[src/hw/bgpu_params.svh]
// Front-end constants for the SIMT compute unit
// Shared by the package and the RTL blocks that size arrays or loops

`ifndef BGPU_PARAMS_SVH
`define BGPU_PARAMS_SVH

// Number of warps handled by the fetcher
`define NUM_WARPS 4

// Word address width of the program memory
`define PC_WIDTH 8

// Register index width for destination and operands
`define REG_IDX_WIDTH 8

// Encoded instruction width
`define ENC_INST_WIDTH 32

// Warp w starts at PC w * WARP_PC_STRIDE
`define WARP_PC_STRIDE 64

// Opcode byte of the stop instruction
`define STOP_OPCODE 8'hFF

`endif

[src/hw/bgpu_pkg.sv]
// Shared types of the instruction front end
// Widths, opcode encodings and the structs passed between blocks

`include "bgpu_params.svh"

package bgpu_pkg;

    typedef logic [$clog2(`NUM_WARPS)-1:0] wid_t;
    typedef logic [`PC_WIDTH-1:0]          pc_t;
    typedef logic [`REG_IDX_WIDTH-1:0]     reg_idx_t;
    typedef logic [`ENC_INST_WIDTH-1:0]    enc_inst_t;

    // Execution unit selector, upper nibble of the opcode
    typedef enum logic [3:0] {
        EU_IU  = 4'd0,
        EU_FPU = 4'd1,
        EU_LSU = 4'd2,
        EU_BRU = 4'd3
    } eu_e;

    typedef enum logic [3:0] {
        IU_ADD  = 4'd0,
        IU_SUB  = 4'd1,
        IU_AND  = 4'd2,
        IU_OR   = 4'd3,
        IU_XOR  = 4'd4,
        IU_SHL  = 4'd5,
        IU_ADDI = 4'd6,
        IU_SUBI = 4'd7,
        IU_SHLI = 4'd8
    } iu_op_e;

    typedef enum logic [3:0] {
        FPU_FADD      = 4'd0,
        FPU_FMUL      = 4'd1,
        FPU_INT_TO_FP = 4'd2,
        FPU_FP_TO_INT = 4'd3
    } fpu_op_e;

    typedef enum logic [3:0] {
        LSU_LOAD  = 4'd0,
        LSU_STORE = 4'd1
    } lsu_op_e;

    typedef enum logic [3:0] {
        BRU_BRNZ = 4'd0,
        BRU_JMP  = 4'd1,
        BRU_SYNC = 4'd2
    } bru_op_e;

    // Opcode byte, 8'hFF is stop
    typedef struct packed {
        eu_e        eu;
        logic [3:0] subtype;
    } inst_t;

    typedef struct packed {
        wid_t warp_id;
        pc_t  pc;
    } fetch_req_t;

    typedef struct packed {
        wid_t                warp_id;
        pc_t                 pc;
        inst_t               inst;
        reg_idx_t            dst;
        reg_idx_t [1:0]      operands;
        logic     [1:0]      operands_required;
        logic                branch;
    } dec_inst_t;

endpackage : bgpu_pkg

[src/hw/decoder.sv]
// Instruction decoder
// Splits the encoding, finds register operands and reports the next PC to the fetcher

`include "bgpu_params.svh"

module decoder import bgpu_pkg::*; (
    // From program memory
    input  logic       ic_valid_i,
    input  fetch_req_t ic_req_i,
    input  enc_inst_t  ic_inst_i,
    output logic       dec_ready_o,

    // To dispatch buffer
    input  logic       disp_ready_i,
    output logic       dec_valid_o,
    output dec_inst_t  dec_inst_o,

    // To fetcher
    output logic       dec_decoded_o,
    output wid_t       dec_decoded_warp_id_o,
    output pc_t        dec_decoded_next_pc_o,
    output logic       dec_stop_warp_o
);

    inst_t      inst;
    iu_op_e     iu_op;
    fpu_op_e    fpu_op;
    lsu_op_e    lsu_op;
    bru_op_e    bru_op;
    logic       is_stop;
    logic       is_control;
    logic [1:0] ops_req;
    logic       branch;
    pc_t        next_pc;

    assign inst    = inst_t'(ic_inst_i[31:24]);
    assign iu_op   = iu_op_e'(inst.subtype);
    assign fpu_op  = fpu_op_e'(inst.subtype);
    assign lsu_op  = lsu_op_e'(inst.subtype);
    assign bru_op  = bru_op_e'(inst.subtype);
    assign is_stop = ic_inst_i[31:24] == `STOP_OPCODE;

    always_comb begin
        next_pc    = ic_req_i.pc + pc_t'(1);
        branch     = 1'b0;
        ops_req    = 2'b00;
        is_control = is_stop;

        if (!is_stop) begin
            case (inst.eu)
                EU_IU: begin
                    case (iu_op)
                        IU_ADD, IU_SUB, IU_AND, IU_OR, IU_XOR, IU_SHL: ops_req = 2'b11;
                        // Operand 0 carries the immediate
                        IU_ADDI, IU_SUBI, IU_SHLI: ops_req = 2'b10;
                        default: ops_req = 2'b00;
                    endcase
                end
                EU_FPU: begin
                    if (fpu_op inside {FPU_INT_TO_FP, FPU_FP_TO_INT}) begin
                        ops_req = 2'b01;
                    end else begin
                        ops_req = 2'b11;
                    end
                end
                EU_LSU: begin
                    // Operand 1 is the address, operand 0 the store data
                    ops_req[1] = 1'b1;
                    ops_req[0] = lsu_op == LSU_STORE;
                end
                EU_BRU: begin
                    case (bru_op)
                        BRU_BRNZ: begin
                            // Condition register in operand 1, not resolved here
                            ops_req = 2'b10;
                            branch  = 1'b1;
                        end
                        BRU_JMP: begin
                            // Low bits of the 16-bit signed offset are enough for the PC
                            next_pc    = ic_req_i.pc + pc_t'(ic_inst_i[15:0]) + pc_t'(1);
                            is_control = 1'b1;
                        end
                        BRU_SYNC: is_control = 1'b1;
                        default: ops_req = 2'b00;
                    endcase
                end
                default: ops_req = 2'b00;
            endcase
        end
    end

    assign dec_ready_o = disp_ready_i;
    assign dec_valid_o = ic_valid_i && !is_control;

    assign dec_inst_o = '{
        warp_id:           ic_req_i.warp_id,
        pc:                ic_req_i.pc,
        inst:              inst,
        dst:               ic_inst_i[23:16],
        operands:          ic_inst_i[15:0],
        operands_required: ops_req,
        branch:            branch
    };

    // Dispatch handshake or consumed control instruction
    assign dec_decoded_o         = (dec_valid_o || (ic_valid_i && is_control)) && disp_ready_i;
    assign dec_decoded_warp_id_o = ic_req_i.warp_id;
    assign dec_decoded_next_pc_o = next_pc;
    assign dec_stop_warp_o       = is_stop;

endmodule : decoder

[config.mk]
export PLATFORM = sky130hd
export DESIGN_NAME = decoder
export DESIGN_NICKNAME = d
export VERILOG_FILES = /design/src/hw/bgpu_pkg.sv /design/src/hw/decoder.sv
export VERILOG_INCLUDE_DIRS = /design/src /design/src/hw
export SDC_FILE = /design/constraint.sdc
export NUM_CORES = 1
export LEC_CHECK = 0
export CAP_MARGIN = 10
export CELL_PAD_IN_SITES_DETAIL_PLACEMENT = 0
export CELL_PAD_IN_SITES_GLOBAL_PLACEMENT = 1
export CORE_UTILIZATION = 46
export DETAILED_ROUTE_END_ITERATION = 7
export DONT_BUFFER_PORTS = 1
export PLACE_DENSITY = 0.95
export SYNTH_ARGS = -nofsm -noshare
export SYNTH_HDL_FRONTEND = slang
export SYNTH_SLANG_ARGS = --single-unit
[constraint.sdc]
create_clock -name vclk -period 3.1
set_input_delay 0.155 -clock vclk [all_inputs]
set_output_delay 0.155 -clock vclk [all_outputs]
set_load 0.03 [all_outputs]
==> results.toml, run 1 <==
[cts]
cts_resized = 0
post_cts_buffers = 0
ctsHoldBuffers = 0

[sta]
whs_ns = 0.310
fin_tns_setup_ns = 0
setup_viol = 0
max_slew.worst_pin.slew_ns = 0.964
rsz0062_at_grt = "false"
fin_crit_sh_pct = 63.6
max_slew_margin_pct = 35.1
clock.fmax_ghz = 0.507
hold_viol_final = 0
period_needed_ns = 1.97
report.final.slew_viol_count = 0
setup_ws_ns = 1.13

[grt]
grt_max_degree = 17
overflow = 0
grt_use_total_pct = 15.6
grt_pass1_vias = 730
antenna_found_initial = 0
grt_pass1_wl_mm = 3.16

[placed_design]
place_ws_ns = 1.13
placed_cells = 134
place_hpwl_mm = 1.68
finalWeightedCongestion = 0.866
portBuffers = 0

[floorplan]
core_um2 = 2040
ioPinCount = 103
die-area_um2 = 2450
start_util_pct = 50.9
die_x_um = 49.5
die_h_um = 49.5
std_cell_rows = 16

[final_layout]
layout-drive-gt1-share_pct = 5.61
final_nets = 162
final.clkbuf_count = 0
n_sequential_cell = 0
fin_cells = 134
antennaDiodeCount = 0
regArea_um2 = 0
syn2layout_area_growth_pct = -28.3

[power_and_ir_drop]
share_comb_of_total_power_pct = 100.0
p_int_mw = 0.0414
pwr-share-seq_pct = 0
p_clk_share_pct = 0
ir_drop_uv = 63.8
leakage_nw = 0.306
switching_share_pct = 60.4
switching_power_mw = 0.0632
p_per_area_nw_per_um2 = 141

[detailed_routing]
routed_wl_mm = 2.05
ant_nets = 0
wire_per_inst_um = 15.3
drcViolationCount = 0
dr.first_iter.drc_count = 22
drtPass1Iterations = 4
drt-vias-per-instance = 6.22
num_vias = 833

[worst_hold_path]
hold_path.class = "in -> out"
min_from = "ic_inst_i[6]"
hold_path_end = "dec_inst_o[9]"
holdPathStages = 0

[synth]
syn_avg_cell_area_um2 = 6.83
yosysMostFrequentCell = "buf_4"
synth_cells = 152
syn_area_um2 = 1040
ys_top_cells_by_area = "buf_4 (33%), ha_1 (9.6%), a21oi_1 (4.3%), nor2_1 (4.0%), o21ai_0 (3.9%)"
ys_seq_area_share_pct = 0
ys_types = 36
yosysWarnings = 0
synth_top_area_share_pct = 33.3
syn-num-nets = 205
yosysTopAreaCell = "buf_4"
synth_common_cells = "buf_4 (46), nor2_1 (11), a21oi_1 (9), nand2_1 (9)"

[setup_path]
endpoint_kind = "output pin"
cp_slowest_cell = "or3_1"
path_delay_family = "simple AND/OR/NAND/NOR gates"
crit_path_cell_trace = "nor4_4, nand4_2, or3_1, a211o_1, o311a_1"
crit_required_ns = 2.94
crit_type = "in -> out"
crit_fanout = 16
critPathLaunch = "ic_inst_i[31]"
cpPeakStageDelay_ns = 0.44
arrival_ns = 1.82
startpoint_type = "input pin"
crit_buf_inv = 0

[run_status]
status = "finished, final reports clean"

[flow_run]
drv_cap = 0
power groups by stage:
stage	clock [mW]	sequential, mW	combinational [mW]
after global placement	0	0	0.103
after floorplan	0	0	0.196
after CTS	0	0	0.105
final	0	0	0.105
after global routing	0	0	0.116
after detailed placement	0	0	0.104
layout make-up:
class | count | area (µm²)
fill | 225 | 1300
inverter | 6 | 22.5
multi-input combinational | 97 | 658
timing repair buffer | 4 | 30.0
tap | 27 | 33.8
layout by cell type (no fill, tap or decap), drive strengths merged, types with 2 or more instances in the layout:
cell type / instances
a211o: 2
a211oi: 2
a21oi: 9
and3: 2
buf: 4
ha: 8
inv: 6
nand2: 9
nand2b: 4
nand3: 7
nand4: 3
nor2: 11
nor2b: 3
nor3: 3
o21ai: 8
or3: 3
xnor2: 4
xor2: 4
how the worst max path moves through the flow:
stage | endpoint | slack, ns | cells past startpoint
after detailed placement | dec_decoded_next_pc_o[6] | 1.13 | 5
after floorplan | dec_decoded_next_pc_o[5] | 1.22 | 6
after global routing | dec_decoded_next_pc_o[6] | 1.02 | 5
after CTS | dec_decoded_next_pc_o[6] | 1.12 | 5
after global placement | dec_decoded_next_pc_o[6] | 1.21 | 5
final | dec_decoded_next_pc_o[6] | 1.13 | 5
cell families (layout without fill, tap and decap cells):
kind of cell,after synthesis,in the layout,share of synthesized area (%)
AO/OA/AOI/OAI,28,28,16.5
XOR/XNOR,8,8,6.75
adder cells (fa/ha/maj),9,9,11.6
buffers and inverters,55,10,36.6
multiplexers,1,1,0.964
AND/OR/NAND/NOR,51,51,27.6
per-stage QoR:
stage	instance area [µm²]	utilization, %	total power [mW]
floorplan	1040	-	0.196
global placement	744	36.5	0.103
detailed placement	744	36.5	0.104
CTS	744	36.5	0.105
global route	744	36.5	0.116
finish	744	36.5	0.105
per-layer routing:
| layer | vias up | track usage [%] | share of wire (%) |
|---|---|---|---|
| met5 | - | 0 | 0 |
| met1 | 366 | 18.6 | 40 |
| met4 | 0 | 11.9 | 6.1 |
| li1 | 391 | - | - |
| met2 | 56 | 23.7 | 43 |
| met3 | 20 | 4.01 | 10 |
(Power assumes the default switching activity.)
==> inputs of run 2 (changes only) <==
ABC_AREA = 1   (was unset)
CORE_UTILIZATION = 38   (was 46)
PLACE_DENSITY = 0.92   (was 0.95)
clock period = 1.8 ns   (was 3.1 ns; I/O delays follow)
==> results.toml, run 2 <==
[sta]
max_slew.worst_pin.slew_ns = 0.900
fin_crit_sh_pct = 86.9
report.final.slew_viol_count = 0
clock.fmax_ghz = 0.639
setup_viol = 0
rsz0062_at_grt = "false"
max_slew_margin_pct = 39.4
period_needed_ns = 1.56
hold_viol_final = 0
fin_tns_setup_ns = 0

[synth]
syn-num-nets = 242
syn_area_um2 = 1140
ys_types = 28
ys_seq_area_share_pct = 0
synth_common_cells = "buf_4 (46), nand2_1 (39), inv_1 (28)"
yosysMostFrequentCell = "buf_4"
ys_top_cells_by_area = "buf_4 (30%), nand2_1 (13%), inv_1 (9.2%), ha_1 (8.8%), nand3_1 (7.9%)"
yosysTopAreaCell = "buf_4"
syn_avg_cell_area_um2 = 6.02
synth_top_area_share_pct = 30.4
synth_cells = 189
yosysWarnings = 0

[floorplan]
core_um2 = 2810
die_h_um = 56.7
die-area_um2 = 3220
start_util_pct = 40.5
ioPinCount = 103
std_cell_rows = 19
die_x_um = 56.7

[worst_hold_path]
hold_path.class = "in -> out"

[final_layout]
final_cell_mix = "nand2_1 (39), inv_1 (28), nand3_1 (18)"
utilization_pct = 31.0
syn2layout_area_growth_pct = -23.7
antennaDiodeCount = 0
regArea_um2 = 0
final.clkbuf_count = 0
layout-drive-gt1-share_pct = 12.2
layout_commonest_cell = "nand2_1"
n_sequential_cell = 0
final_nets = 203

[grt]
antenna_found_initial = 0
overflow = 0
grt_pass1_vias = 765
grt_max_degree = 11
grt_use_total_pct = 12.2
grt_pass1_wl_mm = 3.30

[detailed_routing]
drt-vias-per-instance = 4.81
routed_wl_mm = 1.99
dr.first_iter.drc_count = 54
drcViolationCount = 16
num_vias = 861
wire_per_inst_um = 11.1
ant_nets = 0
drtPass1Iterations = 6

[power_and_ir_drop]
power.total_mw = 0.218
leakage_nw = 0.504
p_per_area_nw_per_um2 = 251
ir_drop_uv = 51.8

[setup_path]
crit_required_ns = 1.71
crit_fanout = 4
endpoint_kind = "output pin"
startpoint_type = "input pin"
arrival_ns = 1.47
crit_type = "in -> out"

[placed_design]
finalWeightedCongestion = 0.830
place_hpwl_mm = 1.71
portBuffers = 0

[flow_run]
drv_cap = 0

[run_status]
failed_checks = "design-rule violations"
status = "complete, but fails checks"

[cts]
post_cts_buffers = 0
ctsHoldBuffers = 0
cts_resized = 0
run 2: worst max-delay path: stages:
cell     delay [ns]
inv_1          0.03
ha_1           0.22
fa_1           0.42
o21ai_2        0.19
nand3_1        0.11
nand3_1        0.08
nand3_1        0.08
nand2_1        0.24
run 2: area by class of cell:
| cell class | instances | area [µm²] |
|---|---|---|
| fillers | 322 | 1940 |
| multi-input cells | 113 | 676 |
| inverters | 30 | 116 |
| well taps | 31 | 38.8 |
| repair buffers | 5 | 37.5 |
run 2: cell families after synthesis:
logic type                 count (synthesis)  synth area share (%)
buffers and inverters                     76                  40.6
and+or+nand+nor                           81                  35.3
xor gates and xnor gates                   7                  5.39
adders and majority gates                  9                  10.6
AOI/OAI and AO/OA                         16                  8.14
run 2: worst paths after layout:
path | from | endpoint | cells past startpoint
hold / removal | ic_inst_i[8] | dec_inst_o[11] | 0
setup / recovery | ic_req_i[0] | dec_decoded_next_pc_o[6] | 8
run 2: power by group:
group / internal [mW] / total (mW) / switching, mW
clock network: 0 / 0 / 0
registers: 0 / 0 / 0
logic: 0.0762 / 0.218 / 0.142
total: 0.0762 / 0.218 / 0.142
run 2: routing by layer:
layer  global-route usage (%)  vias to the layer above  wire (µm)
met5                        0                        -          0
met4                     1.07                        0          4
met3                     2.76                        2        217
met2                     19.2                       36        851
met1                     17.3                      359        914
li1                         -                      464          -
run 2: through the flow:
stage                     hold slack, ns  setup slack [ns]  instance area [µm²]  instances
after floorplan                    0.312             0.296                 1140        189
after global placement             0.180             0.244                  868        179
after detailed placement           0.180             0.231                  868        179
after CTS                          0.180             0.229                  868        179
after global routing               0.180             0.119                  868        179
final                              0.180             0.235                  868        179
