==> config.mk <==
export PLATFORM = sky130hd
export DESIGN_NAME = warp_fetcher
export DESIGN_NICKNAME = d
export VERILOG_FILES = /design/src/hw/bgpu_pkg.sv /design/src/hw/warp_fetcher.sv
export VERILOG_INCLUDE_DIRS = /design/src /design/src/hw
export SDC_FILE = /design/constraint.sdc
export NUM_CORES = 1
export LEC_CHECK = 0
export ABC_AREA = 1
export ABC_CLOCK_PERIOD_IN_PS = 2100
export BUFFER_PORTS_ARGS = -buffer_cell sky130_fd_sc_hd__buf_2
export CORE_ASPECT_RATIO = 0.75
export CORE_MARGIN = 10
export CORE_UTILIZATION = 40
export CTS_BUF_LIST = sky130_fd_sc_hd__clkbuf_8
export CTS_CLUSTER_DIAMETER = 150
export DETAILED_ROUTE_END_ITERATION = 12
export GPL_TIMING_DRIVEN = 0
export SYNTH_ARGS = -nofsm -noshare
export SYNTH_HDL_FRONTEND = slang
export SYNTH_SLANG_ARGS = --single-unit
==> constraint.sdc <==
create_clock -name clk_i -period 2.1 [get_ports clk_i]
set_clock_uncertainty 0.2 [all_clocks]
set_input_delay 0.42 -clock clk_i [delete_from_list [all_inputs] [get_ports clk_i]]
set_output_delay 0.42 -clock clk_i [all_outputs]
set_load 0.02 [all_outputs]
==> src/hw/bgpu_params.svh <==
// Front-end constants for the SIMT compute unit
// Shared by the package and the RTL blocks that size arrays or loops

`ifndef BGPU_PARAMS_SVH
`define BGPU_PARAMS_SVH

// Number of warps handled by the fetcher
`define NUM_WARPS 4

// Word address width of the program memory
`define PC_WIDTH 8

// Register index width for destination and operands
`define REG_IDX_WIDTH 8

// Encoded instruction width
`define ENC_INST_WIDTH 32

// Warp w starts at PC w * WARP_PC_STRIDE
`define WARP_PC_STRIDE 64

// Opcode byte of the stop instruction
`define STOP_OPCODE 8'hFF

`endif

==> src/hw/bgpu_pkg.sv <==
// Shared types of the instruction front end
// Widths, opcode encodings and the structs passed between blocks

`include "bgpu_params.svh"

package bgpu_pkg;

    typedef logic [$clog2(`NUM_WARPS)-1:0] wid_t;
    typedef logic [`PC_WIDTH-1:0]          pc_t;
    typedef logic [`REG_IDX_WIDTH-1:0]     reg_idx_t;
    typedef logic [`ENC_INST_WIDTH-1:0]    enc_inst_t;

    // Execution unit selector, upper nibble of the opcode
    typedef enum logic [3:0] {
        EU_IU  = 4'd0,
        EU_FPU = 4'd1,
        EU_LSU = 4'd2,
        EU_BRU = 4'd3
    } eu_e;

    typedef enum logic [3:0] {
        IU_ADD  = 4'd0,
        IU_SUB  = 4'd1,
        IU_AND  = 4'd2,
        IU_OR   = 4'd3,
        IU_XOR  = 4'd4,
        IU_SHL  = 4'd5,
        IU_ADDI = 4'd6,
        IU_SUBI = 4'd7,
        IU_SHLI = 4'd8
    } iu_op_e;

    typedef enum logic [3:0] {
        FPU_FADD      = 4'd0,
        FPU_FMUL      = 4'd1,
        FPU_INT_TO_FP = 4'd2,
        FPU_FP_TO_INT = 4'd3
    } fpu_op_e;

    typedef enum logic [3:0] {
        LSU_LOAD  = 4'd0,
        LSU_STORE = 4'd1
    } lsu_op_e;

    typedef enum logic [3:0] {
        BRU_BRNZ = 4'd0,
        BRU_JMP  = 4'd1,
        BRU_SYNC = 4'd2
    } bru_op_e;

    // Opcode byte, 8'hFF is stop
    typedef struct packed {
        eu_e        eu;
        logic [3:0] subtype;
    } inst_t;

    typedef struct packed {
        wid_t warp_id;
        pc_t  pc;
    } fetch_req_t;

    typedef struct packed {
        wid_t                warp_id;
        pc_t                 pc;
        inst_t               inst;
        reg_idx_t            dst;
        reg_idx_t [1:0]      operands;
        logic     [1:0]      operands_required;
        logic                branch;
    } dec_inst_t;

endpackage : bgpu_pkg

==> src/hw/warp_fetcher.sv <==
// Warp fetcher
// Keeps one PC per warp and issues fetches round-robin over ready warps

`include "bgpu_params.svh"

module warp_fetcher import bgpu_pkg::*; (
    input  logic       clk_i,
    input  logic       reset_i,
    input  logic       start_i,

    // To program memory
    input  logic       mem_ready_i,
    output logic       fetch_valid_o,
    output fetch_req_t fetch_req_o,

    // Feedback from decoder
    input  logic       decoded_i,
    input  wid_t       decoded_warp_id_i,
    input  pc_t        decoded_next_pc_i,
    input  logic       decoded_stop_i,

    output logic       all_stopped_o
);

    pc_t                    pc_q [`NUM_WARPS];
    logic [`NUM_WARPS-1:0]  running_q;
    logic [`NUM_WARPS-1:0]  in_flight_q;
    logic [`NUM_WARPS-1:0]  selectable;
    wid_t                   last_grant_q;
    logic                   started_q;

    logic                   grant_valid;
    wid_t                   grant_id;
    wid_t                   cand_id;
    logic                   fetch_fire;

    // A warp may only have one instruction between fetch and decode
    assign selectable = running_q & ~in_flight_q;

    // Search starts one past the last granted warp
    always_comb begin
        grant_valid = 1'b0;
        grant_id    = '0;
        cand_id     = '0;
        for (int i = 1; i <= `NUM_WARPS; i++) begin
            cand_id = wid_t'((int'(last_grant_q) + i) % `NUM_WARPS);
            if (!grant_valid && selectable[cand_id]) begin
                grant_valid = 1'b1;
                grant_id    = cand_id;
            end
        end
    end

    assign fetch_valid_o = grant_valid;
    assign fetch_req_o   = '{warp_id: grant_id, pc: pc_q[grant_id]};
    assign fetch_fire    = fetch_valid_o && mem_ready_i;

    // Done only counts once a run has been started
    assign all_stopped_o = started_q && (running_q == '0);

    always_ff @(posedge clk_i) begin
        if (start_i) begin
            for (int w = 0; w < `NUM_WARPS; w++) begin
                pc_q[w] <= pc_t'(w * `WARP_PC_STRIDE);
            end
        end else if (decoded_i) begin
            pc_q[decoded_warp_id_i] <= decoded_next_pc_i;
        end
    end

    always_ff @(posedge clk_i) begin
        if (reset_i) begin
            running_q    <= '0;
            in_flight_q  <= '0;
            last_grant_q <= wid_t'(`NUM_WARPS - 1);
            started_q    <= 1'b0;
        end else if (start_i) begin
            running_q    <= '1;
            in_flight_q  <= '0;
            last_grant_q <= wid_t'(`NUM_WARPS - 1);
            started_q    <= 1'b1;
        end else begin
            if (fetch_fire) begin
                in_flight_q[grant_id] <= 1'b1;
                last_grant_q          <= grant_id;
            end
            // Decoded warp is in flight, so it never matches grant_id
            if (decoded_i) begin
                in_flight_q[decoded_warp_id_i] <= 1'b0;
                if (decoded_stop_i) begin
                    running_q[decoded_warp_id_i] <= 1'b0;
                end
            end
        end
    end

endmodule : warp_fetcher

==> results of run 1 <==
layer usage:
metal	track usage [%]	share of wire, %	wire length (µm)
met3	3.476	4.6	287
met4	2.948	0.68	43
met1	18.72	48	3045
met5	0	0	0
met2	21.62	46	2905
report_power, final:
part           internal [W]  switching, W  leakage, nW
clock              0.000346      0.000268       0.0607
combinational      0.000713      0.000827         1.01
sequential         0.000978     0.0000347        0.405
total               0.00204       0.00113         1.48
final cells by class:
cell class,count,area [µm²]
clock inverter,3,37.54
buffer,5,52.55
fill,537,2584
sequential,43,1187
multi-input combinational,193,1162
tap,78,97.59
inverter,45,181.4
timing repair buffer,50,454.2
clock buffer,5,68.82
critical path, cell delays in order (launching register included):
cell	delay [ns]
dfxtp_4	0.45
inv_8	0.07
nand3_4	0.08
nand2_4	0.07
nand2_4	0.08
nand2_4	0.08
nor2_8	0.13
nand4_4	0.14
nand3_4	0.20
buf_12	0.14
nand2_2	0.04
nand2_1	0.07
nand2_1	0.06
nand2_2	0.06
buf_6	0.11
registers in the layout (all words and copies together), names as in the netlist:
register / count
pc_q: 32
running_q: 4
started_q: 1
in_flight_q: 4
last_grant_q: 2
cells in the mapped netlist (2+ instances only):
master,number
a21oi_1,10
a21oi_2,3
buf_2,4
dfxtp_1,11
edfxtp_1,32
inv_1,41
inv_2,2
nand2_1,78
nand2_2,8
nand2_4,5
nand3_1,18
nand3_2,6
nand4_1,18
nor2_1,31
nor3_1,2
o21ai_0,6
cells in the final DEF (no fill, tap or decap), types with 12 or more instances in the layout:
| cell | count |
|---|---|
| buf_6 | 15 |
| edfxtp_1 | 32 |
| nand2_1 | 54 |
| inv_1 | 41 |
| nand3_1 | 12 |
| nor2_1 | 29 |
| buf_4 | 18 |
| nand2_4 | 12 |
| nand2_2 | 25 |
| buf_2 | 16 |
| nand4_1 | 18 |
metrics by stage:
stage / instances / hold slack (ns) / TNS (ns) / util, %
3_3_place_gp: 392 / 0.2473 / -5.603 / 46.35
4_1_cts: 419 / 0.1472 / -6.060 / 53.24
5_1_grt: 422 / 0.1707 / -7.425 / 55.65
3_5_place_dp: 392 / 0.2524 / -6.049 / 46.35
6_report: 422 / 0.1490 / -5.992 / 55.65
2_1_floorplan: 287 / 0.2261 / -0.5554 / -
final timing paths:
check,startpoint,endpoint,slack (ns)
hold reg to reg,started_q,started_q,0.26
setup / recovery,last_grant_q[0],fetch_req_o[7],-0.61
hold / removal,reset_i,running_q[1],0.15
setup reg to reg,last_grant_q[0],in_flight_q[0],0.09
repair_timing:
item	in CTS	in global routing
buffers inserted	18	4
endpoints found under the setup margin	11	17
gates cloned	2	0
gates resized for setup	36	25
pin swaps	7	19
kinds of logic (layout without fill, tap and decap cells):
family | count (synthesis) | count (layout)
AND/OR/NAND/NOR | 172 | 172
buffers and inverters | 51 | 108
flip-flops | 43 | 43
AO/OA/AOI/OAI | 21 | 21
==> key figures, run 1 <==
Floorplanning
  • I/O pins: 28
  • Initial core utilization: roughly two fifths
  • Die width: 109.4 µm
  • Die area: approximately 9500 µm²
  • Die height: between 80 and 90 µm
  • Core Box Area: 5826 µm²
  • Rows: 24

Finish
  • Ant diodes: 0
  • Proportion of layout cells with a drive suffix above 1: 37.21%
  • Final instance area: 3242 µm²
  • Area Growth Syn to Fin: 35.30%
  • Final net count: between 300 and 400

Synth
  • Net Count, Synth: 303
  • Ys flop type: edfxtp_1
  • Synthesized instance count: 287
  • Post-Syn Area: around 2400 µm²
  • Multiplexer share of the synthesized area: 0%
  • Mapped Avg Cell Area: approximately 8.3 µm²
  • Post-synth cell types: 28
  • Async set-reset flop share out of synthesis: 0%
  • Complex-gate fraction of the synthesized area: under 10%
  • Sequential fraction of the synthesis area: 49.30%
  • Top post-synthesis cells by area: edfxtp_1 40%, nand2_1 12%, dfxtp_1 9.2%
  • Synth warn: 0
  • FF+latch count, synth: between 40 and 50
  • Adder-cell share of the synthesized area: 0%
  • Post-Synth Simple-Gate Area: a little over a third
  • Number of synthesized flops with an enable pin: 32
  • Largest family of logic cells by synthesized area: simple AND/OR/NAND/NOR gates
  • Xor/xnor share of the synthesized area: 0%
  • Top cell type by total area after synthesis: edfxtp_1
  • Area share of the leading cell type in the synthesized netlist: approximately 40%

Timing
  • Final setup viols: 11
  • Setup ws final: -0.6091 ns
  • Tmin final: between 2 and 3 ns
  • RSZ-0062 raised after global routing: true
  • Achievable frequency: 369.1 MHz
  • Tightest Pin Transition: between 0.8 and 0.9 ns
  • Relative slew slack: a little over two fifths
  • Final Hold Vio Count: 0
  • Slew Limit Fails: 0
  • Fin crit share: 129.0%

Outcome
  • Failing checks: negative setup slack
  • Status: finished, violations left

Global routing
  • Vias in the first global route: just over 2000
  • Antenna violations before repair: 0
  • Tot GR Track Use: between 10% and 20%
  • Overflow after GRT: 0
  • Largest net degree at the start of global routing: 14
  • First-pass GRT wire length: a little over 10000 µm

Routing
  • Pre-antenna DRT Iters: 4
  • Residual DRC: 0
  • Total number of vias: a little over 2000
  • Drt total wl: ~6300 µm
  • Wire per inst: approximately 15 µm
  • Post-route antenna net violation count: 0
  • Vias per cell: 4.891
  • 1st-iter DRT viols: ~130

Setup path
  • Critical path data required time: between 1 and 1.5 ns
  • Crit path DAT: approximately 2.1 ns
  • Startpoint types: register
  • CP Capture Type: output port
  • Worst-path maximum fanout: 8
  • R2r worst-path depth: 12
  • Crit path kind: reg -> out

Placed design
  • Port bufs: 27
  • HPWL after DPL: between 4000 and 5000 µm
  • Placed cell areas: between 2000 and 3000 µm²
  • Placer congestion estimate: roughly 0.78
  • Pre-CTS setup slack: -0.4559 ns

Clock tree
  • CTS Hold Bufs: 0
  • CTS buffer count: 5
  • CTS tree: done
  • H-tree depth: 2
  • Clock sink total: 43
  • CTS clock-pin slew for the worst setup and hold paths: about 0.08 ns
  • Clk buf depth: 2
  • Clock tree root driver cell: clkbuf_8
  • Clk Latency, worst-skew pair: ~0.29 ns

Power
  • Static leakage: around 1.5 nW
  • Total Power: 0.003168 W
  • PD cells: ~980 nW/µm²
  • Peak VDD IR: ~0.34 mV

Worst hold path
  • Hold depth: 2
  • Worst hold path type: in -> reg

Run
  • Max-cap violations: 0
No activity file was read; power rests on OpenSTA's default activity.
==> inputs of run 2 (changes only) <==
Settings changed: CORE_UTILIZATION 40 to 30.
==> run 2 against run 1 <==
Compared with the run above:
- the flow still finishes with violations (negative setup slack)
- flip-flop and latch count unchanged
- worst hold slack improved by 0.0020 ns
- critical path depth unchanged
- first-iteration DRC count decreased by 37%
- worst setup slack got worse by 0.054 ns
- via count increased by 3.1%
==> key figures, run 2 (synthesis results as in run 1) <==
Outcome
  • Status: finished, violations left
  • Failing checks: negative setup slack

Worst hold path
  • Hold Path Sink: running_q[2]
  • Worst hold path type: in -> reg
  • Hold depth: 2 (unchanged)
  • Beginning of the worst hold path: reset_i

Timing
  • Relative slew slack: 10.71% (-31 points)
  • Achievable frequency: 361.9 MHz (-1.9%)
  • Final setup viols: 12 (+1)
  • Final Hold Vio Count: 0 (unchanged)
  • Worst hold slack: 0.1510 ns (+0.002002 ns)
  • Fin crit share: 131.6% (+2.6 points)
  • RSZ-0062 raised after global routing: true
  • Tmin final: 2.763 ns (+0.05371 ns)
  • Setup ws final: -0.6628 ns (-0.05371 ns)
  • Slew Limit Fails: 0 (unchanged)
  • Tightest Pin Transition: 1.325 ns (+0.4602 ns)

Clock tree
  • H-tree depth: 2 (unchanged)
  • CTS tree: done
  • CTS buffer count: 5 (unchanged)
  • Clock sink total: 43 (unchanged)
  • CTS clock-pin slew for the worst setup and hold paths: 0.09 ns (about the same)
  • Clock tree root driver cell: clkbuf_8
  • Clk buf depth: 2 (unchanged)
  • CTS Hold Bufs: 0 (unchanged)
  • Clk Latency, worst-skew pair: 0.30 ns (about the same)

Floorplanning
  • Die area: 12000 µm² (+26%)
  • Die width: 123.2 µm (+13%)
  • Initial core utilization: 30.53% (-11 points)
  • Core Box Area: 7848 µm² (+35%)
  • I/O pins: 28 (unchanged)
  • Rows: 28 (+17%)
  • Die height: 97.40 µm (+12%)

Global routing
  • Tot GR Track Use: 11.36% (-2.4 points)
  • Overflow after GRT: 0 (unchanged)
  • First-pass GRT wire length: 10780 µm (+5.3%)
  • Vias in the first global route: 2183 (+7.4%)
  • Largest net degree at the start of global routing: 14 (unchanged)
  • Antenna violations before repair: 0 (unchanged)

Setup path
  • R2R Path End: in_flight_q[2]
  • Critical path data required time: 1.48 ns (about the same)
  • FF-to-FF Start: last_grant_q[0]
  • Crit path DAT: 2.14 ns (+0.05 ns)
  • R2r worst-path depth: 13 (+1)
  • Worst-path maximum fanout: 6 (-2)
  • R2r setup slk: 0 ns (-0.09 ns)
  • Crit path kind: reg -> out
  • Worst path top cell family by delay: simple AND/OR/NAND/NOR gates
  • Buffers & Inverters on Critical Path: 4 (+1)
  • CP cell instances: buf_6 -> nand2_2 -> nand2_4 -> nand3_2 -> nand2_2 -> o21ai_4 -> nand2_4 -> nand3_4 -> buf_12 -> buf_12 -> nand2_4 -> nand3_2 -> nand2_2 -> buf_6
  • Crit. Startpoint: last_grant_q[0]
  • CP Capture Type: output port
  • Startpoint types: register
  • Max incr delay on CP: 0.43 ns (-0.02 ns)
  • Crit-path slowest cell: dfxtp_4

Finish
  • Area Growth Syn to Fin: 40.47%
  • Final net count: 364 (+1.4%)
  • Commonest non-fill, non-tap cell in the layout: nand2_1
  • Commonest cells after routing, fill and taps aside: 53 x nand2_1, 40 x inv_1, 32 x edfxtp_1
  • Proportion of layout cells with a drive suffix above 1: 41.26% (+4.1 points)
  • Ant diodes: 0 (unchanged)
  • Final instance area: 3366 µm² (+3.8%)
  • Max reg flops: 32 (unchanged)
  • Reg with most FFs: pc_q
  • Top Registers: pc_q x32, in_flight_q x4, running_q x4

Routing
  • Pre-antenna DRT Iters: 4 (unchanged)
  • Drt total wl: 6835 µm (+8.8%)
  • Vias per cell: 4.689 (-4.1%)
  • Wire per inst: 15.06 µm (+1.1%)
  • Total number of vias: 2129 (+3.1%)
  • Post-route antenna net violation count: 0 (unchanged)
  • 1st-iter DRT viols: 85 (-37%)
  • Residual DRC: 0 (unchanged)

Power
  • PD cells: 947.7 nW/µm² (-3.0%)
  • Static leakage: 1.511 nW (+2.2%)
  • Peak VDD IR: 0.4065 mV (+20%)

Placed design
  • Port bufs: 27 (unchanged)
  • Placer congestion estimate: 0.8276 (+5.5%)
  • HPWL after DPL: 4456 µm (+6.2%)
  • Placed cell areas: 2734 µm² (+1.3%)
  • Pre-CTS setup slack: -0.4494 ns (+0.006522 ns)

Run
  • Max-cap violations: 0 (unchanged)
-- run 2: cell types whose count changed in the layout (fill, tap and decap cells not counted), moves of 2 or more --
| cell | previous run | this run |
|---|---|---|
| buf_4 | 18 | 21 |
| nand3_2 | 9 | 19 |
| nand2_4 | 12 | 15 |
| nand3_1 | 12 | 3 |
| nand2_2 | 25 | 23 |
-- run 2: how the worst max path moves through the flow --
| stage | endpoint | depth (start not counted) |
|---|---|---|
| floorplan | fetch_req_o[0] | 13 |
| global placement | fetch_req_o[5] | 14 |
| detailed placement | fetch_req_o[2] | 15 |
| CTS | fetch_req_o[2] | 15 |
| global route | fetch_req_o[6] | 14 |
| finish | fetch_req_o[1] | 14 |
-- run 2: final cells by class --
class	count	area (µm²)
buffer	5	57.56
clock buffer	5	68.82
clock inverter	3	16.27
fill	785	4482
inverter	45	183.9
multi-input combinational	194	1239
sequential	43	1186
tap	105	131.4
timing repair buffer	54	483.0
-- run 2: what timing repair did --
action / 4_1_cts / 5_1_grt
pin swaps: 16 / 14
setup buffers: 25 / 2
gates cloned: 3 / 0
setup endpoints to repair: 11 / 17
resized for setup: 63 / 18
-- run 2: per-layer routing --
metal	vias to the layer above	share of wire, %	track usage, %	wire [µm]
met4	0	1.4	3.217	99
met2	53	45	17.54	3055
li1	1069	-	-	-
met1	998	47	14.76	3199
met5	-	0	0	0
met3	9	7.0	3.600	481
-- run 2: metrics by stage --
stage | util, % | std cells | TNS, ns | power, W
finish | 42.89 | 454 | -6.301 | 0.003190
CTS | 42.06 | 454 | -6.041 | 0.003119
global route | 42.89 | 454 | -7.319 | 0.003348
floorplan | - | 287 | -0.5554 | 0.001755
detailed placement | 34.84 | 419 | -5.768 | 0.002043
global placement | 34.84 | 419 | -5.216 | 0.002031
-- run 2: power breakdown --
part	leakage [nW]	switching, W	total (W)	internal, W
combinational	1.06	0.000905	0.00166	0.000760
sequential	0.405	0.0000313	0.00101	0.000978
clock	0.0453	0.000288	0.000516	0.000228
