[config.mk]
export PLATFORM = sky130hd
export DESIGN_NAME = dispatch_buffer
export DESIGN_NICKNAME = d
export VERILOG_FILES = /design/src/hw/bgpu_pkg.sv /design/src/hw/dispatch_buffer.sv
export VERILOG_INCLUDE_DIRS = /design/src /design/src/hw
export SDC_FILE = /design/constraint.sdc
export NUM_CORES = 1
export LEC_CHECK = 0
export BUFFER_PORTS_ARGS = -buffer_cell sky130_fd_sc_hd__buf_4
export CAP_MARGIN = 20
export CORE_ASPECT_RATIO = 0.5
export CORE_UTILIZATION = 58
export CTS_BUF_LIST = sky130_fd_sc_hd__clkbuf_4
export DETAILED_ROUTE_END_ITERATION = 6
export PLACE_DENSITY = 0.88
export SETUP_SLACK_MARGIN = 0.3
export SKIP_CTS_REPAIR_TIMING = 1
export SLEW_MARGIN = 20
export SYNTH_ARGS = -nofsm -noshare
export SYNTH_HDL_FRONTEND = slang
export SYNTH_SLANG_ARGS = --single-unit
[constraint.sdc]
create_clock -name clk_i -period 6.1 [get_ports clk_i]
set_input_delay 1.22 -clock clk_i [delete_from_list [all_inputs] [get_ports clk_i]]
set_output_delay 1.22 -clock clk_i [all_outputs]
set_load 0.005 [all_outputs]
[src/hw/bgpu_params.svh]
// Front-end constants for the SIMT compute unit
// Shared by the package and the RTL blocks that size arrays or loops

`ifndef BGPU_PARAMS_SVH
`define BGPU_PARAMS_SVH

// Number of warps handled by the fetcher
`define NUM_WARPS 4

// Word address width of the program memory
`define PC_WIDTH 8

// Register index width for destination and operands
`define REG_IDX_WIDTH 8

// Encoded instruction width
`define ENC_INST_WIDTH 32

// Warp w starts at PC w * WARP_PC_STRIDE
`define WARP_PC_STRIDE 64

// Opcode byte of the stop instruction
`define STOP_OPCODE 8'hFF

`endif

[src/hw/bgpu_pkg.sv]
// Shared types of the instruction front end
// Widths, opcode encodings and the structs passed between blocks

`include "bgpu_params.svh"

package bgpu_pkg;

    typedef logic [$clog2(`NUM_WARPS)-1:0] wid_t;
    typedef logic [`PC_WIDTH-1:0]          pc_t;
    typedef logic [`REG_IDX_WIDTH-1:0]     reg_idx_t;
    typedef logic [`ENC_INST_WIDTH-1:0]    enc_inst_t;

    // Execution unit selector, upper nibble of the opcode
    typedef enum logic [3:0] {
        EU_IU  = 4'd0,
        EU_FPU = 4'd1,
        EU_LSU = 4'd2,
        EU_BRU = 4'd3
    } eu_e;

    typedef enum logic [3:0] {
        IU_ADD  = 4'd0,
        IU_SUB  = 4'd1,
        IU_AND  = 4'd2,
        IU_OR   = 4'd3,
        IU_XOR  = 4'd4,
        IU_SHL  = 4'd5,
        IU_ADDI = 4'd6,
        IU_SUBI = 4'd7,
        IU_SHLI = 4'd8
    } iu_op_e;

    typedef enum logic [3:0] {
        FPU_FADD      = 4'd0,
        FPU_FMUL      = 4'd1,
        FPU_INT_TO_FP = 4'd2,
        FPU_FP_TO_INT = 4'd3
    } fpu_op_e;

    typedef enum logic [3:0] {
        LSU_LOAD  = 4'd0,
        LSU_STORE = 4'd1
    } lsu_op_e;

    typedef enum logic [3:0] {
        BRU_BRNZ = 4'd0,
        BRU_JMP  = 4'd1,
        BRU_SYNC = 4'd2
    } bru_op_e;

    // Opcode byte, 8'hFF is stop
    typedef struct packed {
        eu_e        eu;
        logic [3:0] subtype;
    } inst_t;

    typedef struct packed {
        wid_t warp_id;
        pc_t  pc;
    } fetch_req_t;

    typedef struct packed {
        wid_t                warp_id;
        pc_t                 pc;
        inst_t               inst;
        reg_idx_t            dst;
        reg_idx_t [1:0]      operands;
        logic     [1:0]      operands_required;
        logic                branch;
    } dec_inst_t;

endpackage : bgpu_pkg

[src/hw/dispatch_buffer.sv]
// Dispatch buffer
// Two-entry FIFO of decoded instructions toward the execution side

module dispatch_buffer import bgpu_pkg::*; (
    input  logic      clk_i,
    input  logic      reset_i,

    input  logic      in_valid_i,
    input  dec_inst_t in_inst_i,
    output logic      in_ready_o,

    output logic      out_valid_o,
    output dec_inst_t out_inst_o,
    input  logic      out_ready_i,

    output logic      empty_o
);

    dec_inst_t  entry_q [2];
    logic       wr_ptr_q;
    logic       rd_ptr_q;
    logic [1:0] count_q;
    logic       push;
    logic       pop;

    // Ready only looks at the fill level, no path from out_ready_i
    assign in_ready_o  = count_q != 2'd2;
    assign out_valid_o = count_q != 2'd0;
    assign out_inst_o  = entry_q[rd_ptr_q];
    assign empty_o     = count_q == 2'd0;

    assign push = in_valid_i && in_ready_o;
    assign pop  = out_valid_o && out_ready_i;

    always_ff @(posedge clk_i) begin
        if (push) begin
            entry_q[wr_ptr_q] <= in_inst_i;
        end
    end

    always_ff @(posedge clk_i) begin
        if (reset_i) begin
            wr_ptr_q <= 1'b0;
            rd_ptr_q <= 1'b0;
            count_q  <= 2'd0;
        end else begin
            if (push) begin
                wr_ptr_q <= !wr_ptr_q;
            end
            if (pop) begin
                rd_ptr_q <= !rd_ptr_q;
            end
            case ({push, pop})
                2'b10:   count_q <= count_q + 2'd1;
                2'b01:   count_q <= count_q - 2'd1;
                default: count_q <= count_q;
            endcase
        end
    end

endmodule : dispatch_buffer

==> impl_metrics.env, run 1 <==
export IMPL_multi_input_area_um2=631
export IMPL_holdPathStages=2
export IMPL_async_flop_share=0
export IMPL_synthFlopType="edfxtp_1"
export IMPL_violations="DRC"
export IMPL_final_nets=317
export IMPL_synthTopCellsByCount="edfxtp_1, mux2_2, buf_2, dfxtp_1, nor2_1"
export IMPL_cts_buffers_inserted=9
export IMPL_drive_above_1_share=0.596
export IMPL_fp_row_count=19
export IMPL_via_count=1785
export IMPL_stdcell_area_um2=4420
export IMPL_power_density_nw_per_um2=391
export IMPL_cts_sinks=95
export IMPL_synth_area_per_cell_um2=21.0
export IMPL_ant_nets=0
export IMPL_htreeDepth=3
export IMPL_drtPass1Iterations=6
export IMPL_grt_max_degree=46
export IMPL_synth_top_cell_by_area="edfxtp_1"
export IMPL_syn_inst=165
export IMPL_r2r_start="count_q[0]$_SDFFE_PP0P_"
export IMPL_grt_first_pass_wirelength_um=9080
export IMPL_fmax_mhz=304
export IMPL_start_util=0.617
export IMPL_dp_hpwl_um=3780
export IMPL_start_kind="flip-flop"
export IMPL_synth_most_common_cell="edfxtp_1"
export IMPL_wl_per_cell_um=17.0
export IMPL_ys_warn_count=0
export IMPL_final_max_slew_viol_count=0
export IMPL_required_ns=4.88
export IMPL_ir_drop_mv=0.390
export IMPL_whs_endpoint="count_q[1]$_SDFFE_PP0P_"
export IMPL_clk_pin_slew_ns=0.14
export IMPL_critical_path_slowest_cell="dfxtp_2"
export IMPL_yosysSeqAreaShare=0.810
export IMPL_endpoint_kind="primary output"
export IMPL_status="finished with violations"
export IMPL_dpl_instance_area_um2=4250
export IMPL_ys_seq_elements=95
export IMPL_synth_top_cell_area_share=0.781
export IMPL_grt_ovfl_total=0
export IMPL_place_gp_congestion=0.644
export IMPL_vias_per_cell=5.17
export IMPL_portBuffers=96
export IMPL_setup_violations=0
export IMPL_cp_num_buf_inv=1
export IMPL_dieArea_um2=6300
export IMPL_period_share=0.539
export IMPL_synth_edf_count=90
export IMPL_power_leakage_uw=0.00165
export IMPL_setup_tns_ns=0
export IMPL_regToRegEndpoint="entry_q[0][18]$_DFFE_PP_"
export IMPL_ioPinCount=97
export IMPL_syn_nets=215
export IMPL_clock_path_buffers=2
export IMPL_cts_root_buffer="clkbuf_4"
export IMPL_min_delay_start="count_q[1]$_SDFFE_PP0P_"
export IMPL_rsz0062_at_grt="no"
export IMPL_hp_class="flip-flop to flip-flop"
export IMPL_rrSetupSlack_ns=4.16
export IMPL_whs_ns=0.532
export IMPL_fin_crit_ns=3.29
export IMPL_reg2reg_depth=3
export IMPL_grt_antenna_before_repair=0
export IMPL_arrival_ns=2.07
export IMPL_drt_wl_total_um=5880
export IMPL_die_y_um=56.6
export IMPL_fp_dieW_um=111
export IMPL_crit_type="flip-flop to primary output"
export IMPL_clock_skew_ns=0.0127
export IMPL_crit_fanout=45
export IMPL_cts_tree="yes"
export IMPL_drc=8
export IMPL_diodes=0
export IMPL_yosysUniqueCellTypes=19
export IMPL_slew_headroom=0.292
export IMPL_grt_pass1_vias=1833
export IMPL_finalHoldViolCount=0
export IMPL_slowest_delay_ns=1.06
export IMPL_synthTopCellsByArea="edfxtp_1, mux2_2, dfxtp_1"
export IMPL_worst_pin_slew_ns=1.06
export IMPL_drtIter0Drc=91
export IMPL_cap_violations=0
export IMPL_grt_total_usage=0.195
export IMPL_area_growth_pct=27.6
export IMPL_crit_path_cell_trace="mux2_2 > buf_4"
export IMPL_seqCellArea_um2=2800
export IMPL_critical_path_top_delay_family="flip-flops"
export IMPL_clk_latency_ns=0.41
export IMPL_nFillCells=316
export IMPL_synth_area_um2=3460
export IMPL_coreArea_um2=5610
==> layout by cell type, fill, tap and decap left out, drive strengths merged <==
cell type  count
and3           1
buf           96
dfxtp          5
bufinv         2
xnor2          2
edfxtp        90
xor2           1
nor2           3
clkbuf         9
or3            1
nand2          1
clkinvlp       1
a21oi          2
inv            4
o21a           1
o21ai          1
nand3b         1
a21bo          1
ha             1
nand2b         1
clkinv         2
mux2          45
or2            1
==> cell families after synthesis <==
| group | count (synthesis) | share of synthesized area |
|---|---|---|
| flops | 95 | 0.810 |
| mux | 45 | 0.146 |
| simple gates | 9 | 0.0137 |
| buf+inv | 7 | 0.00940 |
| compound gates | 5 | 0.00940 |
| xor+xnor | 3 | 0.00759 |
| fa+ha+maj | 1 | 0.00361 |
==> how the worst max path moves through the flow <==
stage	start	end	slack (ns)	depth (start not counted)
floorplan	in_valid_i	entry_q[1][0]$_DFFE_PP_	3.35	1
global placement	flip-flop	out_inst_o[1]	3.28	2
detailed placement	flip-flop	out_inst_o[16]	3.25	2
CTS	flip-flop	out_inst_o[16]	2.77	2
global route	flip-flop	out_inst_o[18]	2.67	2
finish	flip-flop	out_inst_o[18]	2.81	2
==> routing by layer <==
layer  up-vias  routed length (µm)  global-route usage
met3         4                 247              0.0540
met1       891                2390               0.224
met5         -                   0                   0
li1        849                   -                   -
met4         0                  23              0.0637
met2        41                3210               0.358
==> state kept, by name, summed over array words and instances (netlist names), named ones only <==
register  count
entry_q      90
wr_ptr_q      1
rd_ptr_q      1
count_q       2
==> cell type report <==
class / instances / share of cell area
inverters: 2 / 0.00170
flip-flops and latches: 95 / 0.635
well taps: 73 / 0.0207
clock inverters: 7 / 0.0215
repair buffers: 96 / 0.163
clock buffers: 9 / 0.0153
multi-input cells: 63 / 0.143
==> power by group <==
| group | switching [µW] | internal, µW | total, µW |
|---|---|---|---|
| combinational | 171 | 287 | 458 |
| clock | 204 | 168 | 372 |
| sequential | 70.9 | 825 | 896 |
| total | 446 | 1280 | 1730 |
==> worst min-delay path: stages (launching register included) <==
cell	delay, ns
dfxtp_1	0.37
o21ai_0	0.08
a21oi_1	0.06
==> stage by stage <==
step,setup slack (ns),util,total power [µW],instances
2_1_floorplan,3.35,-,1130,165
4_1_cts,2.77,0.787,1740,345
5_1_grt,2.67,0.787,1800,345
3_5_place_dp,3.25,0.758,1370,329
3_3_place_gp,3.28,0.758,1350,329
6_report,2.81,0.787,1730,345
(Power assumes the default switching activity.)
==> inputs of run 2 (changes only) <==
--- a/config.mk
+++ b/config.mk
@@ -9,10 +9,10 @@
 export BUFFER_PORTS_ARGS = -buffer_cell sky130_fd_sc_hd__buf_4
 export CAP_MARGIN = 20
 export CORE_ASPECT_RATIO = 0.5
-export CORE_UTILIZATION = 58
+export CORE_UTILIZATION = 53
 export CTS_BUF_LIST = sky130_fd_sc_hd__clkbuf_4
 export DETAILED_ROUTE_END_ITERATION = 6
-export PLACE_DENSITY = 0.88
+export PLACE_DENSITY = 0.82
 export SETUP_SLACK_MARGIN = 0.3
 export SKIP_CTS_REPAIR_TIMING = 1
 export SLEW_MARGIN = 20
==> constraint.sdc (replaced) <==
create_clock -name clk_i -period 3.1 [get_ports clk_i]
set_input_delay 0.62 -clock clk_i [delete_from_list [all_inputs] [get_ports clk_i]]
set_output_delay 0.62 -clock clk_i [all_outputs]
set_load 0.005 [all_outputs]
==> impl_metrics.env, run 2 (synthesis results as in run 1) <==
export IMPL_clk_pin_slew_ns=0.13
export IMPL_power_density_nw_per_um2=776
export IMPL_clock_skew_ns=0.00798
export IMPL_cts_root_buffer="clkbuf_4"
export IMPL_largest_reg_flops=90
export IMPL_rsz0062_at_grt="no"
export IMPL_htreeDepth=3
export IMPL_status="finished, final reports clean"
export IMPL_crit_path_cell_trace="buf_12 > mux2_2 > buf_4"
export IMPL_cts_sinks=95
export IMPL_endpoint_kind="primary output"
export IMPL_cp_num_buf_inv=2
export IMPL_cts_tree="yes"
export IMPL_setup_tns_ns=0
export IMPL_critical_path_top_delay_family="flip-flops"
export IMPL_drt_wl_total_um=5890
export IMPL_p_total_uw=3490
export IMPL_largestRegisters="entry_q x90, count_q x2"
export IMPL_coreArea_um2=6180
export IMPL_ir_drop_mv=0.497
export IMPL_crit_fanout=25
export IMPL_grt_max_degree=46
export IMPL_nFillCells=379
export IMPL_drc=0
export IMPL_via_count=1828
export IMPL_fp_dieW_um=116
export IMPL_place_gp_congestion=0.732
export IMPL_final_nets=320
export IMPL_hp_class="input pin to flip-flop"
export IMPL_power_leakage_uw=0.00169
export IMPL_dp_hpwl_um=3940
export IMPL_ant_nets=0
export IMPL_grt_total_usage=0.180
export IMPL_drive_above_1_share=0.600
export IMPL_start_kind="flip-flop"
export IMPL_clock_path_buffers=2
export IMPL_crit_type="flip-flop to primary output"
export IMPL_fin_crit_ns=2.50
export IMPL_cts_buffers_inserted=9
export IMPL_stdcell_area_um2=4500
export IMPL_dpl_instance_area_um2=4320
export IMPL_die_y_um=59.1
export IMPL_rrSetupSlack_ns=1.26
export IMPL_diodes=0
export IMPL_grt_ovfl_total=0
export IMPL_finalHoldViolCount=0
export IMPL_portBuffers=96
export IMPL_layout_common_cells="buf_4, edfxtp_1, mux2_2"
export IMPL_drtIter0Drc=114
export IMPL_fmax_mhz=400
export IMPL_grt_antenna_before_repair=0
export IMPL_regMostFlops="entry_q"
export IMPL_seqCellArea_um2=2800
export IMPL_wl_per_cell_um=16.2
export IMPL_clk_latency_ns=0.43
export IMPL_arrival_ns=1.88
export IMPL_vias_per_cell=5.04
export IMPL_start_util=0.560
export IMPL_final_max_slew_viol_count=0
export IMPL_multi_input_area_um2=627
export IMPL_critical_path_slowest_cell="dfxtp_2"
export IMPL_drtPass1Iterations=4
export IMPL_dieArea_um2=6880
export IMPL_cap_violations=0
export IMPL_grt_first_pass_wirelength_um=8610
export IMPL_slowest_delay_ns=0.69
export IMPL_area_growth_pct=30.0
export IMPL_fp_row_count=20
export IMPL_required_ns=2.48
export IMPL_setup_violations=0
export IMPL_final_common_cell="buf_4"
export IMPL_slew_headroom=0.593
export IMPL_grt_pass1_vias=1845
export IMPL_period_share=0.806
export IMPL_ioPinCount=97
export IMPL_worst_pin_slew_ns=0.610
[run 2: cell count changes in the layout (fill, tap and decap cells not counted), sizes merged]
cell and change:
buf +3, inv -2, bufinv +1, clkbuf +1, clkinv +1, clkinvlp -1
[run 2: routing by layer]
metal  wire (µm)  GRT usage  part of all wire
met1        2230      0.196              0.38
met2        3290      0.321              0.56
met3         248     0.0583             0.042
met4         118     0.0916             0.020
met5           0          0                 0
[run 2: cell type report]
type	instances	share of cell area
Sequential cell	95	0.623
Timing Repair Buffer	99	0.171
Multi-Input combinational cell	63	0.139
Tap cell	88	0.0245
Clock inverter	6	0.0242
Clock buffer	10	0.0167
Inverter	2	0.00167
[run 2: worst paths after layout]
kind	start	to	cells after the start
max reg2reg	count_q[0]$_SDFFE_PP0P_	entry_q[1][17]$_DFFE_PP_	3
max	flip-flop	out_inst_o[30]	3
min	reset_i	flip-flop	2
min reg2reg	rd_ptr_q$_SDFFE_PP0P_	rd_ptr_q$_SDFFE_PP0P_	2
[run 2: stage by stage]
step | util | setup WS, ns | hold slack [ns] | instances
after floorplan | - | 0.946 | 0.474 | 165
after global placement | 0.698 | 1.08 | 0.489 | 347
after detailed placement | 0.698 | 1.06 | 0.530 | 347
after CTS | 0.728 | 0.546 | 0.331 | 363
after global routing | 0.728 | 0.464 | 0.317 | 363
final | 0.728 | 0.601 | 0.363 | 363
[run 2: power breakdown]
| group | total, µW | internal (µW) | switching [µW] |
|---|---|---|---|
| combinational | 971 | 589 | 382 |
| sequential | 1720 | 1620 | 95.9 |
| clock | 803 | 416 | 387 |
| total | 3490 | 2630 | 864 |
==> inputs of run 3 (changes only) <==
--- a/config.mk
+++ b/config.mk
@@ -9,10 +9,10 @@
 export BUFFER_PORTS_ARGS = -buffer_cell sky130_fd_sc_hd__buf_4
 export CAP_MARGIN = 20
 export CORE_ASPECT_RATIO = 0.5
-export CORE_UTILIZATION = 53
+export CORE_UTILIZATION = 48
 export CTS_BUF_LIST = sky130_fd_sc_hd__clkbuf_4
 export DETAILED_ROUTE_END_ITERATION = 6
-export PLACE_DENSITY = 0.82
+export PLACE_DENSITY = 0.78
 export SETUP_SLACK_MARGIN = 0.3
 export SKIP_CTS_REPAIR_TIMING = 1
 export SLEW_MARGIN = 20
==> constraint.sdc (replaced) <==
create_clock -name clk_i -period 2.1 [get_ports clk_i]
set_input_delay 0.42 -clock clk_i [delete_from_list [all_inputs] [get_ports clk_i]]
set_output_delay 0.42 -clock clk_i [all_outputs]
set_load 0.005 [all_outputs]
==> impl_metrics.env, run 3 (synthesis results as in run 1) <==
export IMPL_status="finished, final reports clean"
export IMPL_fp_dieW_um=122
export IMPL_p_sw_uw=1240
export IMPL_grt_antenna_before_repair=0
export IMPL_nFillCells=486
export IMPL_largestRegisters="entry_q x90, count_q x2"
export IMPL_ant_nets=0
export IMPL_diodes=0
export IMPL_largest_reg_flops=90
export IMPL_cts_root_buffer="clkbuf_4"
export IMPL_clk_pin_slew_ns=0.14
export IMPL_endpoint_kind="primary output"
export IMPL_finalHoldViolCount=0
export IMPL_coreArea_um2=6830
export IMPL_seqCellArea_um2=2810
export IMPL_clock_skew_ns=0.0227
export IMPL_setup_violations=0
export IMPL_internal_power_uw=3790
export IMPL_drtIter0Drc=82
export IMPL_grt_ovfl_total=0
export IMPL_clock_path_buffers=2
export IMPL_grt_total_usage=0.156
export IMPL_start_kind="flip-flop"
export IMPL_fmax_mhz=517
export IMPL_fin_ws_ns=0.166
export IMPL_die_y_um=62.0
export IMPL_arrival_ns=1.51
export IMPL_grt_pass1_vias=1768
export IMPL_ioPinCount=97
export IMPL_grt_max_degree=46
export IMPL_wl_per_cell_um=15.6
export IMPL_regMostFlops="entry_q"
export IMPL_grt_first_pass_wirelength_um=8230
export IMPL_crit_fanout=24
export IMPL_place_gp_congestion=0.678
export IMPL_slew_headroom=0.833
export IMPL_rsz0062_at_grt="yes"
export IMPL_dieArea_um2=7570
export IMPL_ir_drop_mv=0.753
export IMPL_crit_type="flip-flop to primary output"
export IMPL_area_growth_pct=30.3
export IMPL_vias_per_cell=4.91
export IMPL_cts_sinks=95
export IMPL_drt_wl_total_um=5730
export IMPL_p_total_uw=5030
export IMPL_period_share=0.921
export IMPL_multi_input_area_um2=627
export IMPL_htreeDepth=3
export IMPL_drtPass1Iterations=4
export IMPL_p_sw_frac=0.247
export IMPL_power_density_nw_per_um2=1120
export IMPL_placed_cells=352
export IMPL_required_ns=1.68
export IMPL_power_leakage_uw=0.00168
export IMPL_final_nets=321
export IMPL_cts_buffers_inserted=9
export IMPL_fp_row_count=21
export IMPL_via_count=1802
export IMPL_drc=0
export IMPL_cts_tree="yes"
export IMPL_fin_crit_ns=1.93
export IMPL_portBuffers=96
export IMPL_layout_common_cells="buf_4, edfxtp_1, mux2_2"
export IMPL_fin_cells=367
export IMPL_cap_violations=0
export IMPL_preCtsSetupSlack_ns=0.518
export IMPL_dp_hpwl_um=3820
export IMPL_p_seq_frac=0.493
export IMPL_p_clk_frac=0.203
export IMPL_combinationalPowerShare=0.305
export IMPL_clk_latency_ns=0.43
export IMPL_worst_pin_slew_ns=0.250
export IMPL_final_max_slew_viol_count=0
export IMPL_hp_class="input pin to flip-flop"
export IMPL_drive_above_1_share=0.596
export IMPL_setup_tns_ns=0
export IMPL_final_common_cell="buf_4"
export IMPL_start_util=0.507
## run 3: power groups by stage
stage	sequential [µW]	clock [µW]	combinational, µW
2_1_floorplan	2490	0	780
3_3_place_gp	2500	0	1480
3_5_place_dp	2520	0	1520
4_1_cts	2470	1040	1520
5_1_grt	2510	1120	1650
6_report	2480	1020	1530
## run 3: worst max-delay path, cell delays in order, from the launching register on
cell	delay, ns
dfxtp_4	0.40
buf_12	0.18
mux2_2	0.36
buf_4	0.14
## run 3: metrics by stage
stage          cell area [µm²]  hold slack [ns]   util
3_5_place_dp              4330            0.504  0.634
2_1_floorplan             3470            0.474      -
6_report                  4510            0.160  0.660
3_3_place_gp              4330            0.492  0.634
4_1_cts                   4480            0.144  0.656
5_1_grt                   4510            0.125  0.660
## run 3: area by class of cell
cell class              instances  area share
clock inverters                 5      0.0164
multi-input cells              63       0.139
repair buffers                100       0.178
well taps                      92      0.0255
flip-flops and latches         95       0.622
inverters                       2     0.00250
clock buffers                  10      0.0166
## run 3: final timing paths
path	startpoint	to	slack [ns]	cells after the start
min	in_inst_i[0]	entry_q[0][0]$_DFFE_PP_	0.16	1
max reg2reg	count_q[0]$_SDFFE_PP0P_	count_q[1]$_SDFFE_PP0P_	0.49	5
min reg2reg	count_q[1]$_SDFFE_PP0P_	count_q[1]$_SDFFE_PP0P_	0.53	2
max	flip-flop	out_inst_o[27]	0.17	3
## run 3: layer usage
metal  track usage  up-vias  wire length [µm]
li1              -      857                 -
met1         0.157      890              2180
met2         0.303       45              3210
met3        0.0465       10               260
met4        0.0906        0                85
met5             0        -                 0
